File: src/common/core_demux_consts.svh
// Bus widths, cluster page bases, page offsets and demux select bit
`ifndef CORE_DEMUX_CONSTS_SVH
`define CORE_DEMUX_CONSTS_SVH

// Core bus widths
`define CD_ADDR_W 32
`define CD_DATA_W 32
`define CD_BE_W   (`CD_DATA_W / 8)  // One enable per byte
`define CD_ATOP_W 6

// Cluster ID width, up to 64 clusters
`define CD_CID_W 6

// Page numbers are address bits 31:20
// Each cluster owns four pages starting at the page base
`define CD_PAGE_BASE  12'h100
`define CD_ALIAS_BASE 12'h000  // Cluster-local alias of the same pages

// Offsets of the three decoded pages within a cluster block
`define CD_OFS_TCDM_RW 12'd0
`define CD_OFS_TCDM_TS 12'd1  // Test-and-set view of TCDM
`define CD_OFS_DEM_PER 12'd2

// Within the demux peripheral page this bit picks EXT over PE
`define CD_DEM_SEL_BIT 14

`endif

File: src/common/core_demux_pkg.sv
// Word types, destination encoding and address view union of the core demux
`include "core_demux_consts.svh"

package core_demux_pkg;

  // Core bus words
  typedef logic [`CD_ADDR_W-1:0] addr_t;
  typedef logic [`CD_DATA_W-1:0] data_t;
  typedef logic [`CD_BE_W-1:0]   be_t;
  typedef logic [`CD_ATOP_W-1:0] atop_t;

  // Page number, the top twelve address bits
  typedef logic [11:0] page_t;

  // Target port of a request
  typedef enum logic [1:0] {
    DEST_SH  = 2'd0,
    DEST_PE  = 2'd1,
    DEST_EXT = 2'd2
  } dest_e;

  // Address split at the page boundary
  typedef struct packed {
    page_t       page;
    logic [5:0]  mid;     // Bit 14 sits at the bottom of this field
    logic [13:0] offset;
  } page_view_t;

  // Address split at a page pair, TCDM RW and TS share one pair
  typedef struct packed {
    logic [10:0] pair;
    logic [20:0] rest;
  } pair_view_t;

  // One address word, decoded both ways
  typedef union packed {
    page_view_t page_v;
    pair_view_t pair_v;
  } addr_view_u;

endpackage

File: src/verilog/addr_decoder.sv
// Page decoder with request steering, grant select and L2 perf events
`include "core_demux_consts.svh"

module addr_decoder #(
  parameter bit cluster_alias = 1'b1
) (
  input  logic                  data_req_i,
  input  core_demux_pkg::addr_t data_add_i,
  input  logic                  data_wen_i,
  input  logic [`CD_CID_W-1:0]  cluster_id_i,
  input  logic                  sh_gnt_i,
  input  logic                  ext_gnt_i,
  input  logic                  pe_gnt_i,
  output logic                  sh_req_o,
  output logic                  ext_req_o,
  output logic                  pe_sel_o,
  output logic                  data_gnt_o,
  output core_demux_pkg::dest_e dest_o,
  output logic                  perf_l2_ld_o,
  output logic                  perf_l2_st_o,
  output logic                  perf_l2_ld_cyc_o,
  output logic                  perf_l2_st_cyc_o
);
  import core_demux_pkg::*;

  addr_view_u addr_v;
  page_t      tcdm_rw, tcdm_ts, dem_per;
  page_t      alias_rw, alias_ts, alias_dem;
  logic       hit_pair;  // TCDM RW or TS, seen through the pair view
  logic       l2_req;
  logic       l2_gnt;

  assign addr_v = data_add_i;

  // Four pages per cluster above the page base
  assign tcdm_rw   = `CD_PAGE_BASE + page_t'({cluster_id_i, 2'b00}) + `CD_OFS_TCDM_RW;
  assign tcdm_ts   = `CD_PAGE_BASE + page_t'({cluster_id_i, 2'b00}) + `CD_OFS_TCDM_TS;
  assign dem_per   = `CD_PAGE_BASE + page_t'({cluster_id_i, 2'b00}) + `CD_OFS_DEM_PER;
  assign alias_rw  = `CD_ALIAS_BASE + `CD_OFS_TCDM_RW;
  assign alias_ts  = `CD_ALIAS_BASE + `CD_OFS_TCDM_TS;
  assign alias_dem = `CD_ALIAS_BASE + `CD_OFS_DEM_PER;

  always_comb begin
    hit_pair = (addr_v.pair_v.pair == tcdm_rw[11:1]) ||
               (cluster_alias && (addr_v.pair_v.pair == alias_rw[11:1]));

    // Destination from the full page number
    dest_o = DEST_PE;  // Default for the rest of the memory map
    if ((addr_v.page_v.page == tcdm_rw) || (addr_v.page_v.page == tcdm_ts) ||
        (cluster_alias && ((addr_v.page_v.page == alias_rw) ||
                           (addr_v.page_v.page == alias_ts)))) begin
      dest_o = DEST_SH;
    end else if ((addr_v.page_v.page == dem_per) ||
                 (cluster_alias && (addr_v.page_v.page == alias_dem))) begin
      dest_o = data_add_i[`CD_DEM_SEL_BIT] ? DEST_EXT : DEST_PE;
    end

    sh_req_o  = data_req_i & hit_pair;
    ext_req_o = data_req_i & (dest_o == DEST_EXT);
    pe_sel_o  = data_req_i & (dest_o == DEST_PE);

    // Pair view and page view have to agree on the TCDM pages
    assert ($onehot0({sh_req_o, ext_req_o, pe_sel_o}))
      else $error("addr_decoder: more than one target requested");
  end

  always_comb begin
    case (dest_o)
      DEST_SH:  data_gnt_o = sh_gnt_i;
      DEST_EXT: data_gnt_o = ext_gnt_i;
      default:  data_gnt_o = pe_gnt_i;
    endcase
  end

  // Everything leaving the cluster counts as L2
  assign l2_req = ext_req_o | pe_sel_o;
  assign l2_gnt = (dest_o == DEST_EXT) ? ext_gnt_i : pe_gnt_i;

  assign perf_l2_ld_cyc_o = l2_req & data_wen_i;
  assign perf_l2_st_cyc_o = l2_req & ~data_wen_i;
  assign perf_l2_ld_o     = l2_req & l2_gnt & data_wen_i;   // Granted loads
  assign perf_l2_st_o     = l2_req & l2_gnt & ~data_wen_i;

endmodule

File: src/verilog/resp_tracker.sv
// Destination register and response multiplexer toward the core
module resp_tracker (
  input  logic                  clk,
  input  logic                  rst_ni,
  input  logic                  data_req_i,
  input  core_demux_pkg::dest_e dest_i,
  input  logic                  sh_r_valid_i,
  input  core_demux_pkg::data_t sh_r_rdata_i,
  input  logic                  ext_r_valid_i,
  input  core_demux_pkg::data_t ext_r_rdata_i,
  input  logic                  ext_r_opc_i,
  input  logic                  pe_r_valid_i,
  input  core_demux_pkg::data_t pe_r_rdata_i,
  input  logic                  pe_r_opc_i,
  output logic                  data_r_valid_o,
  output core_demux_pkg::data_t data_r_rdata_o,
  output logic                  data_r_opc_o
);
  import core_demux_pkg::*;

  dest_e dest_q;  // Target of the last request

  always_ff @(posedge clk or negedge rst_ni) begin
    if (!rst_ni) begin
      dest_q <= DEST_SH;
    end else if (data_req_i) begin
      dest_q <= dest_i;
    end
  end

  always_comb begin
    case (dest_q)
      DEST_SH: begin
        data_r_valid_o = sh_r_valid_i;
        data_r_rdata_o = sh_r_rdata_i;
        data_r_opc_o   = 1'b0;  // TCDM never reports an error
      end
      DEST_EXT: begin
        data_r_valid_o = ext_r_valid_i;
        data_r_rdata_o = ext_r_rdata_i;
        data_r_opc_o   = ext_r_opc_i;
      end
      DEST_PE: begin
        data_r_valid_o = pe_r_valid_i;
        data_r_rdata_o = pe_r_rdata_i;
        data_r_opc_o   = pe_r_opc_i;
      end
      default: begin
        data_r_valid_o = 1'b0;
        data_r_rdata_o = '0;
        data_r_opc_o   = 1'b0;
      end
    endcase
  end

  a_dest_legal: assert property (@(posedge clk) disable iff (!rst_ni)
    dest_q inside {DEST_SH, DEST_PE, DEST_EXT})
    else $error("resp_tracker: illegal destination encoding");

endmodule

File: src/periph_bridge/periph_bridge.sv
// Peripheral transaction FSM and two-stage response retiming
module periph_bridge (
  input  logic                  clk,
  input  logic                  rst_ni,
  input  logic                  pe_sel_i,
  input  logic                  pe_gnt_i,
  input  logic                  pe_r_valid_i,
  input  core_demux_pkg::data_t pe_r_rdata_i,
  input  logic                  pe_r_opc_i,
  output logic                  pe_req_o,
  output logic                  pe_gnt_o,
  output logic                  r_valid_o,
  output core_demux_pkg::data_t r_rdata_o,
  output logic                  r_opc_o
);
  import core_demux_pkg::*;

  typedef enum logic [1:0] {
    ST_IDLE,
    ST_PENDING,  // Peripheral granted, waiting for its answer
    ST_GRANTED
  } state_e;

  state_e state_q, state_d;

  logic  valid_q0;
  data_t rdata_q0;
  logic  opc_q0;
  logic  valid_q1;
  data_t rdata_q1;
  logic  opc_q1;

  always_ff @(posedge clk or negedge rst_ni) begin
    if (!rst_ni) begin
      state_q <= ST_IDLE;
    end else begin
      state_q <= state_d;
    end
  end

  always_comb begin
    state_d  = state_q;
    pe_req_o = 1'b0;
    pe_gnt_o = 1'b0;
    case (state_q)
      ST_IDLE: begin
        pe_req_o = pe_sel_i;  // Request goes out in the same cycle
        if (pe_sel_i && pe_gnt_i) begin
          state_d = ST_PENDING;
        end
      end
      ST_PENDING: begin
        if (pe_r_valid_i) begin
          state_d = ST_GRANTED;
        end
      end
      ST_GRANTED: begin
        // Core sees its grant only once the answer is in
        pe_gnt_o = 1'b1;
        state_d  = ST_IDLE;
      end
      default: state_d = ST_IDLE;
    endcase
  end

  // Valid bit pipeline
  always_ff @(posedge clk or negedge rst_ni) begin
    if (!rst_ni) begin
      valid_q0 <= 1'b0;
      valid_q1 <= 1'b0;
    end else begin
      valid_q0 <= pe_r_valid_i;
      valid_q1 <= valid_q0;
    end
  end

  // Response payload, captured only with its valid
  always_ff @(posedge clk) begin
    if (pe_r_valid_i) begin
      rdata_q0 <= pe_r_rdata_i;
      opc_q0   <= pe_r_opc_i;
    end
    if (valid_q0) begin
      rdata_q1 <= rdata_q0;
      opc_q1   <= opc_q0;
    end
  end

  assign r_valid_o = valid_q1;
  assign r_rdata_o = rdata_q1;
  assign r_opc_o   = opc_q1;

  // Peripheral answers only a request that it has granted
  a_rsp_when_pending: assert property (@(posedge clk) disable iff (!rst_ni)
    pe_r_valid_i |-> (state_q == ST_PENDING))
    else $error("periph_bridge: peripheral answer without a pending request");

  // Core keeps its request up until the bridge grants it
  a_sel_held: assert property (@(posedge clk) disable iff (!rst_ni)
    (state_q != ST_IDLE) |-> pe_sel_i)
    else $error("periph_bridge: core request dropped before its grant");

endmodule

File: src/verilog/core_demux_top.sv
// Core demux top level with address decoder, response tracker and peripheral bridge
`include "core_demux_consts.svh"

module core_demux_top #(
  parameter bit cluster_alias = 1'b1
) (
  input  logic                  clk,
  input  logic                  rst_ni,
  input  logic [`CD_CID_W-1:0]  cluster_id_i,

  // Core request and response
  input  logic                  data_req_i,
  input  core_demux_pkg::addr_t data_add_i,
  input  logic                  data_wen_i,    // 1 = load
  input  core_demux_pkg::atop_t data_atop_i,
  input  core_demux_pkg::data_t data_wdata_i,
  input  core_demux_pkg::be_t   data_be_i,
  output logic                  data_gnt_o,
  output logic                  data_r_valid_o,
  output core_demux_pkg::data_t data_r_rdata_o,
  output logic                  data_r_opc_o,

  // Shared memory port (TCDM)
  output logic                  sh_req_o,
  output core_demux_pkg::addr_t sh_add_o,
  output logic                  sh_wen_o,
  output core_demux_pkg::atop_t sh_atop_o,
  output core_demux_pkg::data_t sh_wdata_o,
  output core_demux_pkg::be_t   sh_be_o,
  input  logic                  sh_gnt_i,
  input  logic                  sh_r_valid_i,
  input  core_demux_pkg::data_t sh_r_rdata_i,

  // Demux peripherals outside the cluster
  output logic                  ext_req_o,
  output core_demux_pkg::addr_t ext_add_o,
  output logic                  ext_wen_o,
  output core_demux_pkg::data_t ext_wdata_o,
  output core_demux_pkg::be_t   ext_be_o,
  input  logic                  ext_gnt_i,
  input  logic                  ext_r_valid_i,
  input  core_demux_pkg::data_t ext_r_rdata_i,
  input  logic                  ext_r_opc_i,

  // Peripheral interconnect, behind the bridge
  output logic                  pe_req_o,
  output core_demux_pkg::addr_t pe_add_o,
  output logic                  pe_wen_o,
  output core_demux_pkg::atop_t pe_atop_o,
  output core_demux_pkg::data_t pe_wdata_o,
  output core_demux_pkg::be_t   pe_be_o,
  input  logic                  pe_gnt_i,
  input  logic                  pe_r_valid_i,
  input  core_demux_pkg::data_t pe_r_rdata_i,
  input  logic                  pe_r_opc_i,

  // L2 performance events
  output logic                  perf_l2_ld_o,
  output logic                  perf_l2_st_o,
  output logic                  perf_l2_ld_cyc_o,
  output logic                  perf_l2_st_cyc_o
);
  import core_demux_pkg::*;

  dest_e dest;
  logic  pe_sel;
  logic  pe_core_gnt;   // Core grant from the bridge
  logic  pe_rsp_valid;  // Retimed PE response
  data_t pe_rsp_rdata;
  logic  pe_rsp_opc;

  // Payload fans out to every target, only the request strobe is steered
  assign sh_add_o    = data_add_i;
  assign sh_wen_o    = data_wen_i;
  assign sh_atop_o   = data_atop_i;
  assign sh_wdata_o  = data_wdata_i;
  assign sh_be_o     = data_be_i;

  assign ext_add_o   = data_add_i;
  assign ext_wen_o   = data_wen_i;
  assign ext_wdata_o = data_wdata_i;
  assign ext_be_o    = data_be_i;

  assign pe_add_o    = data_add_i;
  assign pe_wen_o    = data_wen_i;
  assign pe_atop_o   = data_atop_i;
  assign pe_wdata_o  = data_wdata_i;
  assign pe_be_o     = data_be_i;

  addr_decoder #(
    .cluster_alias (cluster_alias)
  ) u_addr_decoder (
    .data_req_i       (data_req_i),
    .data_add_i       (data_add_i),
    .data_wen_i       (data_wen_i),
    .cluster_id_i     (cluster_id_i),
    .sh_gnt_i         (sh_gnt_i),
    .ext_gnt_i        (ext_gnt_i),
    .pe_gnt_i         (pe_core_gnt),
    .sh_req_o         (sh_req_o),
    .ext_req_o        (ext_req_o),
    .pe_sel_o         (pe_sel),
    .data_gnt_o       (data_gnt_o),
    .dest_o           (dest),
    .perf_l2_ld_o     (perf_l2_ld_o),
    .perf_l2_st_o     (perf_l2_st_o),
    .perf_l2_ld_cyc_o (perf_l2_ld_cyc_o),
    .perf_l2_st_cyc_o (perf_l2_st_cyc_o)
  );

  resp_tracker u_resp_tracker (
    .clk            (clk),
    .rst_ni         (rst_ni),
    .data_req_i     (data_req_i),
    .dest_i         (dest),
    .sh_r_valid_i   (sh_r_valid_i),
    .sh_r_rdata_i   (sh_r_rdata_i),
    .ext_r_valid_i  (ext_r_valid_i),
    .ext_r_rdata_i  (ext_r_rdata_i),
    .ext_r_opc_i    (ext_r_opc_i),
    .pe_r_valid_i   (pe_rsp_valid),
    .pe_r_rdata_i   (pe_rsp_rdata),
    .pe_r_opc_i     (pe_rsp_opc),
    .data_r_valid_o (data_r_valid_o),
    .data_r_rdata_o (data_r_rdata_o),
    .data_r_opc_o   (data_r_opc_o)
  );

  periph_bridge u_periph_bridge (
    .clk          (clk),
    .rst_ni       (rst_ni),
    .pe_sel_i     (pe_sel),
    .pe_gnt_i     (pe_gnt_i),
    .pe_r_valid_i (pe_r_valid_i),
    .pe_r_rdata_i (pe_r_rdata_i),
    .pe_r_opc_i   (pe_r_opc_i),
    .pe_req_o     (pe_req_o),
    .pe_gnt_o     (pe_core_gnt),
    .r_valid_o    (pe_rsp_valid),
    .r_rdata_o    (pe_rsp_rdata),
    .r_opc_o      (pe_rsp_opc)
  );

endmodule

File: config.mk
export PLATFORM = sky130hd
export DESIGN_NAME = core_demux_top
export DESIGN_NICKNAME = d
export VERILOG_FILES = /design/src/common/core_demux_pkg.sv /design/src/verilog/addr_decoder.sv /design/src/verilog/resp_tracker.sv /design/src/periph_bridge/periph_bridge.sv /design/src/verilog/core_demux_top.sv
export VERILOG_INCLUDE_DIRS = /design/src /design/src/common
export SDC_FILE = /design/constraint.sdc
export NUM_CORES = 1
export LEC_CHECK = 0
export BUFFER_PORTS_ARGS = -buffer_cell sky130_fd_sc_hd__buf_2
export CORE_AREA = 4 4 171 173
export CTS_BUF_LIST = sky130_fd_sc_hd__clkbuf_8
export DETAILED_ROUTE_END_ITERATION = 8
export DIE_AREA = 0 0 175 177
export PLACE_DENSITY = 0.52
export SETUP_SLACK_MARGIN = 0.02
export SYNTH_ARGS = -nofsm -noshare
export SYNTH_HDL_FRONTEND = slang
export SYNTH_SLANG_ARGS = --single-unit
export TNS_END_PERCENT = 1
File: constraint.sdc
create_clock -name clk -period 3.6 [get_ports clk]
set_input_delay 0.36 -clock clk [delete_from_list [all_inputs] [get_ports clk]]
set_output_delay 0.36 -clock clk [all_outputs]
set_load 0.02 [all_outputs]
==> results by group <==
Run status
  • Outcome: finished clean

Logic synthesis
  • Gate Count Post-Synth: 425
  • Yosys top cell area share: 42.6%
  • Post-synth EDFFs: 66
  • Top_reg_cell synth: edfxtp_1
  • Synth Cell Area: 0.00465 mm^2
  • Seq/Total Area, Yosys: between 40% and 50%
  • Mapped Avg Cell Area: 10.9 um^2
  • Synth cell types: 30
  • Synth area leader: edfxtp_1
  • FF+latch count, synth: 72
  • Synth warn: 0
  • Synth area leaders: edfxtp_1, buf_4, a222oi_1
  • Ys async rst share: about 8.3%
  • Syn_nets: 617

Setup path
  • FF-to-FF Start: u_periph_bridge.valid_q0
  • Worst reg2reg endpoint: u_periph_bridge.r_rdata_o[20]
  • Critical path arrival: 2.19 ns
  • Top Family by Delay on Critical Path: buffers and inverters
  • Crit path cell chain: inv_1 -> ha_1 -> buf_4 -> a22oi_1 -> nor2b_1 -> buf_2
  • Crit path largest cell delay: 0.45 ns
  • Critical Path Source Type: flip-flop
  • Crit path max fanout: 24
  • Req. time, crit path: 3.24 ns
  • R2R setup slack: ~2.3 ns
  • Bufs and invs on worst path: 3
  • Worst path slowest cell: ha_1
  • Crit end category: output pin
  • Crit path kind: reg -> out
  • R2R depth: 0

STA
  • Setup Total Neg Slack: 0 ns
  • Endpoints failing setup: 0
  • Post-route clock period utilization: 70.7%
  • F_max: just under 400 MHz
  • Slew Limit Fails: 0
  • Final Worst Setup Slack: 1.05 ns
  • Worst Skew: 0.0130 ns
  • Fin. Hold Viols: 0
  • RSZ-0062 raised after global routing: false
  • Min cycle time layout: ~2.5 ns
  • Tightest Pin Transition: 0.919 ns
  • Rel. slew slack: between 30% and 40%

GRT
  • First-pass GRT wire length: 20.6 mm
  • Antenna violations before repair: 4
  • Largest net degree at the start of global routing: 37
  • Vias in the first global route: between 2000 and 3000
  • Gr usage total: 9.31%
  • Total gr overflow: 0

Placement
  • Detail Placement HPWL: 12.8 mm
  • Area after DPL: about 0.0045 mm^2
  • Placer Congestion: 0.731
  • Dpl ws: between 1 and 1.5 ns
  • Number of port buffers: 210

Drt
  • First-iteration detailed-routing DRC count: 256
  • Pre-Repair DR Iteration Count: 7
  • Via/cell ratio: 3.65
  • Antenna-violating nets left: 0
  • DR WL/cell: 19.5 um
  • Via Count: slightly below 3000
  • Total Wirelength: 15.6 mm
  • DRC Markers: 0

Pwr
  • Max VDD drop: between 0.00015 and 0.0002 V
  • Pleak: 1.97 nW
  • Power per standard cell area: roughly 430 mW/mm^2

Floorplan
  • Row Count: 61
  • Core Region: roughly 0.028 mm^2
  • DIE HEIGHT: ~180 um
  • IO Count: between 400 and 500
  • Die Wd: 175 um
  • Die ar.: roughly 0.031 mm^2
  • Initial core utilization: 16.8%

Layout
  • FILL cells: 3155
  • Most common cell after layout, fill and taps aside: buf_2
  • Commonest non-fill, non-tap cells in the layout: buf_2, edfxtp_1, nor2_1
  • Nets@finish: 606
  • Post-Layout Inst Area: 0.00473 mm^2
  • Share of layout cells above drive strength 1: a little under three fifths
  • Area Overhead vs Synth: 1.64%

Clock network
  • Clock Latency Late Sink: 0.35 ns
  • Num CTS Buffers: 9
  • CTS tree: yes
  • Clock sink total: about 70
  • Htree depth: 3
  • Clock Path Buffers: 2
  • Root Driver: clkbuf_8
  • CTS clk-pin slew, worst paths: 0.09 ns
  • Cts repair resizes: 0

Hold path
  • Worst hold endpoint: u_periph_bridge.rdata_q0[13]
  • Hold Path Depth: 1
  • Hold Crit Class: in -> reg
  • Min-delay src: pe_r_rdata_i[13]

Flow run
  • Max-cap viol count: 0
timing repair:
action | in CTS | in global routing
hold buffers | 1 | 0
hold endpoints to repair | 6 | 0
buffers inserted | 0 | 0
report_power, final:
group | leakage [nW] | internal [mW] | switching [mW]
clock | 0.115 | 0.392 | 0.323
combinational | 1.13 | 0.136 | 0.177
sequential | 0.717 | 0.992 | 0.0318
synthesized netlist by cell type (2+ instances only):
| library cell | n |
|---|---|
| a222oi_1 | 33 |
| a22oi_1 | 2 |
| buf_1 | 2 |
| buf_4 | 219 |
| clkbuf_1 | 15 |
| dfrtp_1 | 6 |
| edfxtp_1 | 66 |
| ha_1 | 4 |
| inv_1 | 3 |
| nand2_1 | 3 |
| nand2b_1 | 4 |
| nand3_1 | 4 |
| nand4_1 | 2 |
| nor2_1 | 38 |
| nor2b_1 | 2 |
| o22ai_1 | 2 |
| o32ai_1 | 2 |
| xnor2_1 | 6 |
logic make-up after synthesis:
kind of cell / synth area share [%]
DFF: 45.8
buffers and inverters: 37.0
xor gates and xnor gates: 1.13
adders and majority gates: 1.08
and+or+nand+nor: 6.38
AOI/OAI and AO/OA: 8.61
layout make-up:
cell class                 count  area (um^2)  area share, %
timing repair buffer         214         1080           22.9
sequential                    72         2130           45.1
clock buffer                   9          124           2.62
clock inverter                 7         95.1           2.01
multi-input combinational    114          805           17.0
antenna                        1         2.50         0.0529
inverter                       3         11.3          0.238
tap                          378          473           10.0
routing by layer:
metal / up-vias / part of all wire, % / track usage, %
li1: 1257 / - / -
met5: - / 0.28 / 0.641
met4: 4 / 4.9 / 5.01
met2: 328 / 52 / 17.1
met1: 1275 / 27 / 7.64
met3: 45 / 16 / 5.64
per-stage QoR:
step / hold slack (ns) / utilization (%) / power, mW / cells
floorplan: 0.0644 / - / 1.50 / 425
global placement: 0.210 / 16.3 / 1.36 / 780
detailed placement: 0.209 / 16.3 / 1.36 / 780
CTS: 0.152 / 17.1 / 2.10 / 797
global route: 0.150 / 17.1 / 2.16 / 797
finish: 0.183 / 17.1 / 2.05 / 798
worst max-delay path by stage:
| stage | startpoint | endpoint | slack [ns] | cells after the start |
|---|---|---|---|---|
| after detailed placement | u_resp_tracker.dest_q[1] | data_r_rdata_o[8] | 1.37 | 6 |
| after global routing | u_resp_tracker.dest_q[1] | data_r_rdata_o[8] | 0.86 | 6 |
| final | u_resp_tracker.dest_q[1] | data_r_opc_o | 1.05 | 6 |
| after global placement | u_resp_tracker.dest_q[1] | data_r_opc_o | 1.44 | 6 |
| after floorplan | u_resp_tracker.dest_q[1] | data_r_rdata_o[30] | 1.72 | 6 |
| after CTS | u_resp_tracker.dest_q[1] | data_r_rdata_o[8] | 0.96 | 6 |
registers in the layout (all words and copies together) (netlist names):
| signal | flops |
|---|---|
| u_periph_bridge.rdata_q0 | 32 |
| u_periph_bridge.r_rdata_o | 32 |
| u_resp_tracker.dest_q | 2 |
| u_periph_bridge.r_opc_o | 1 |
| u_periph_bridge.valid_q0 | 1 |
| u_periph_bridge.state_q | 2 |
| u_periph_bridge.r_valid_o | 1 |
| u_periph_bridge.opc_q0 | 1 |
(Power assumes the default switching activity.)
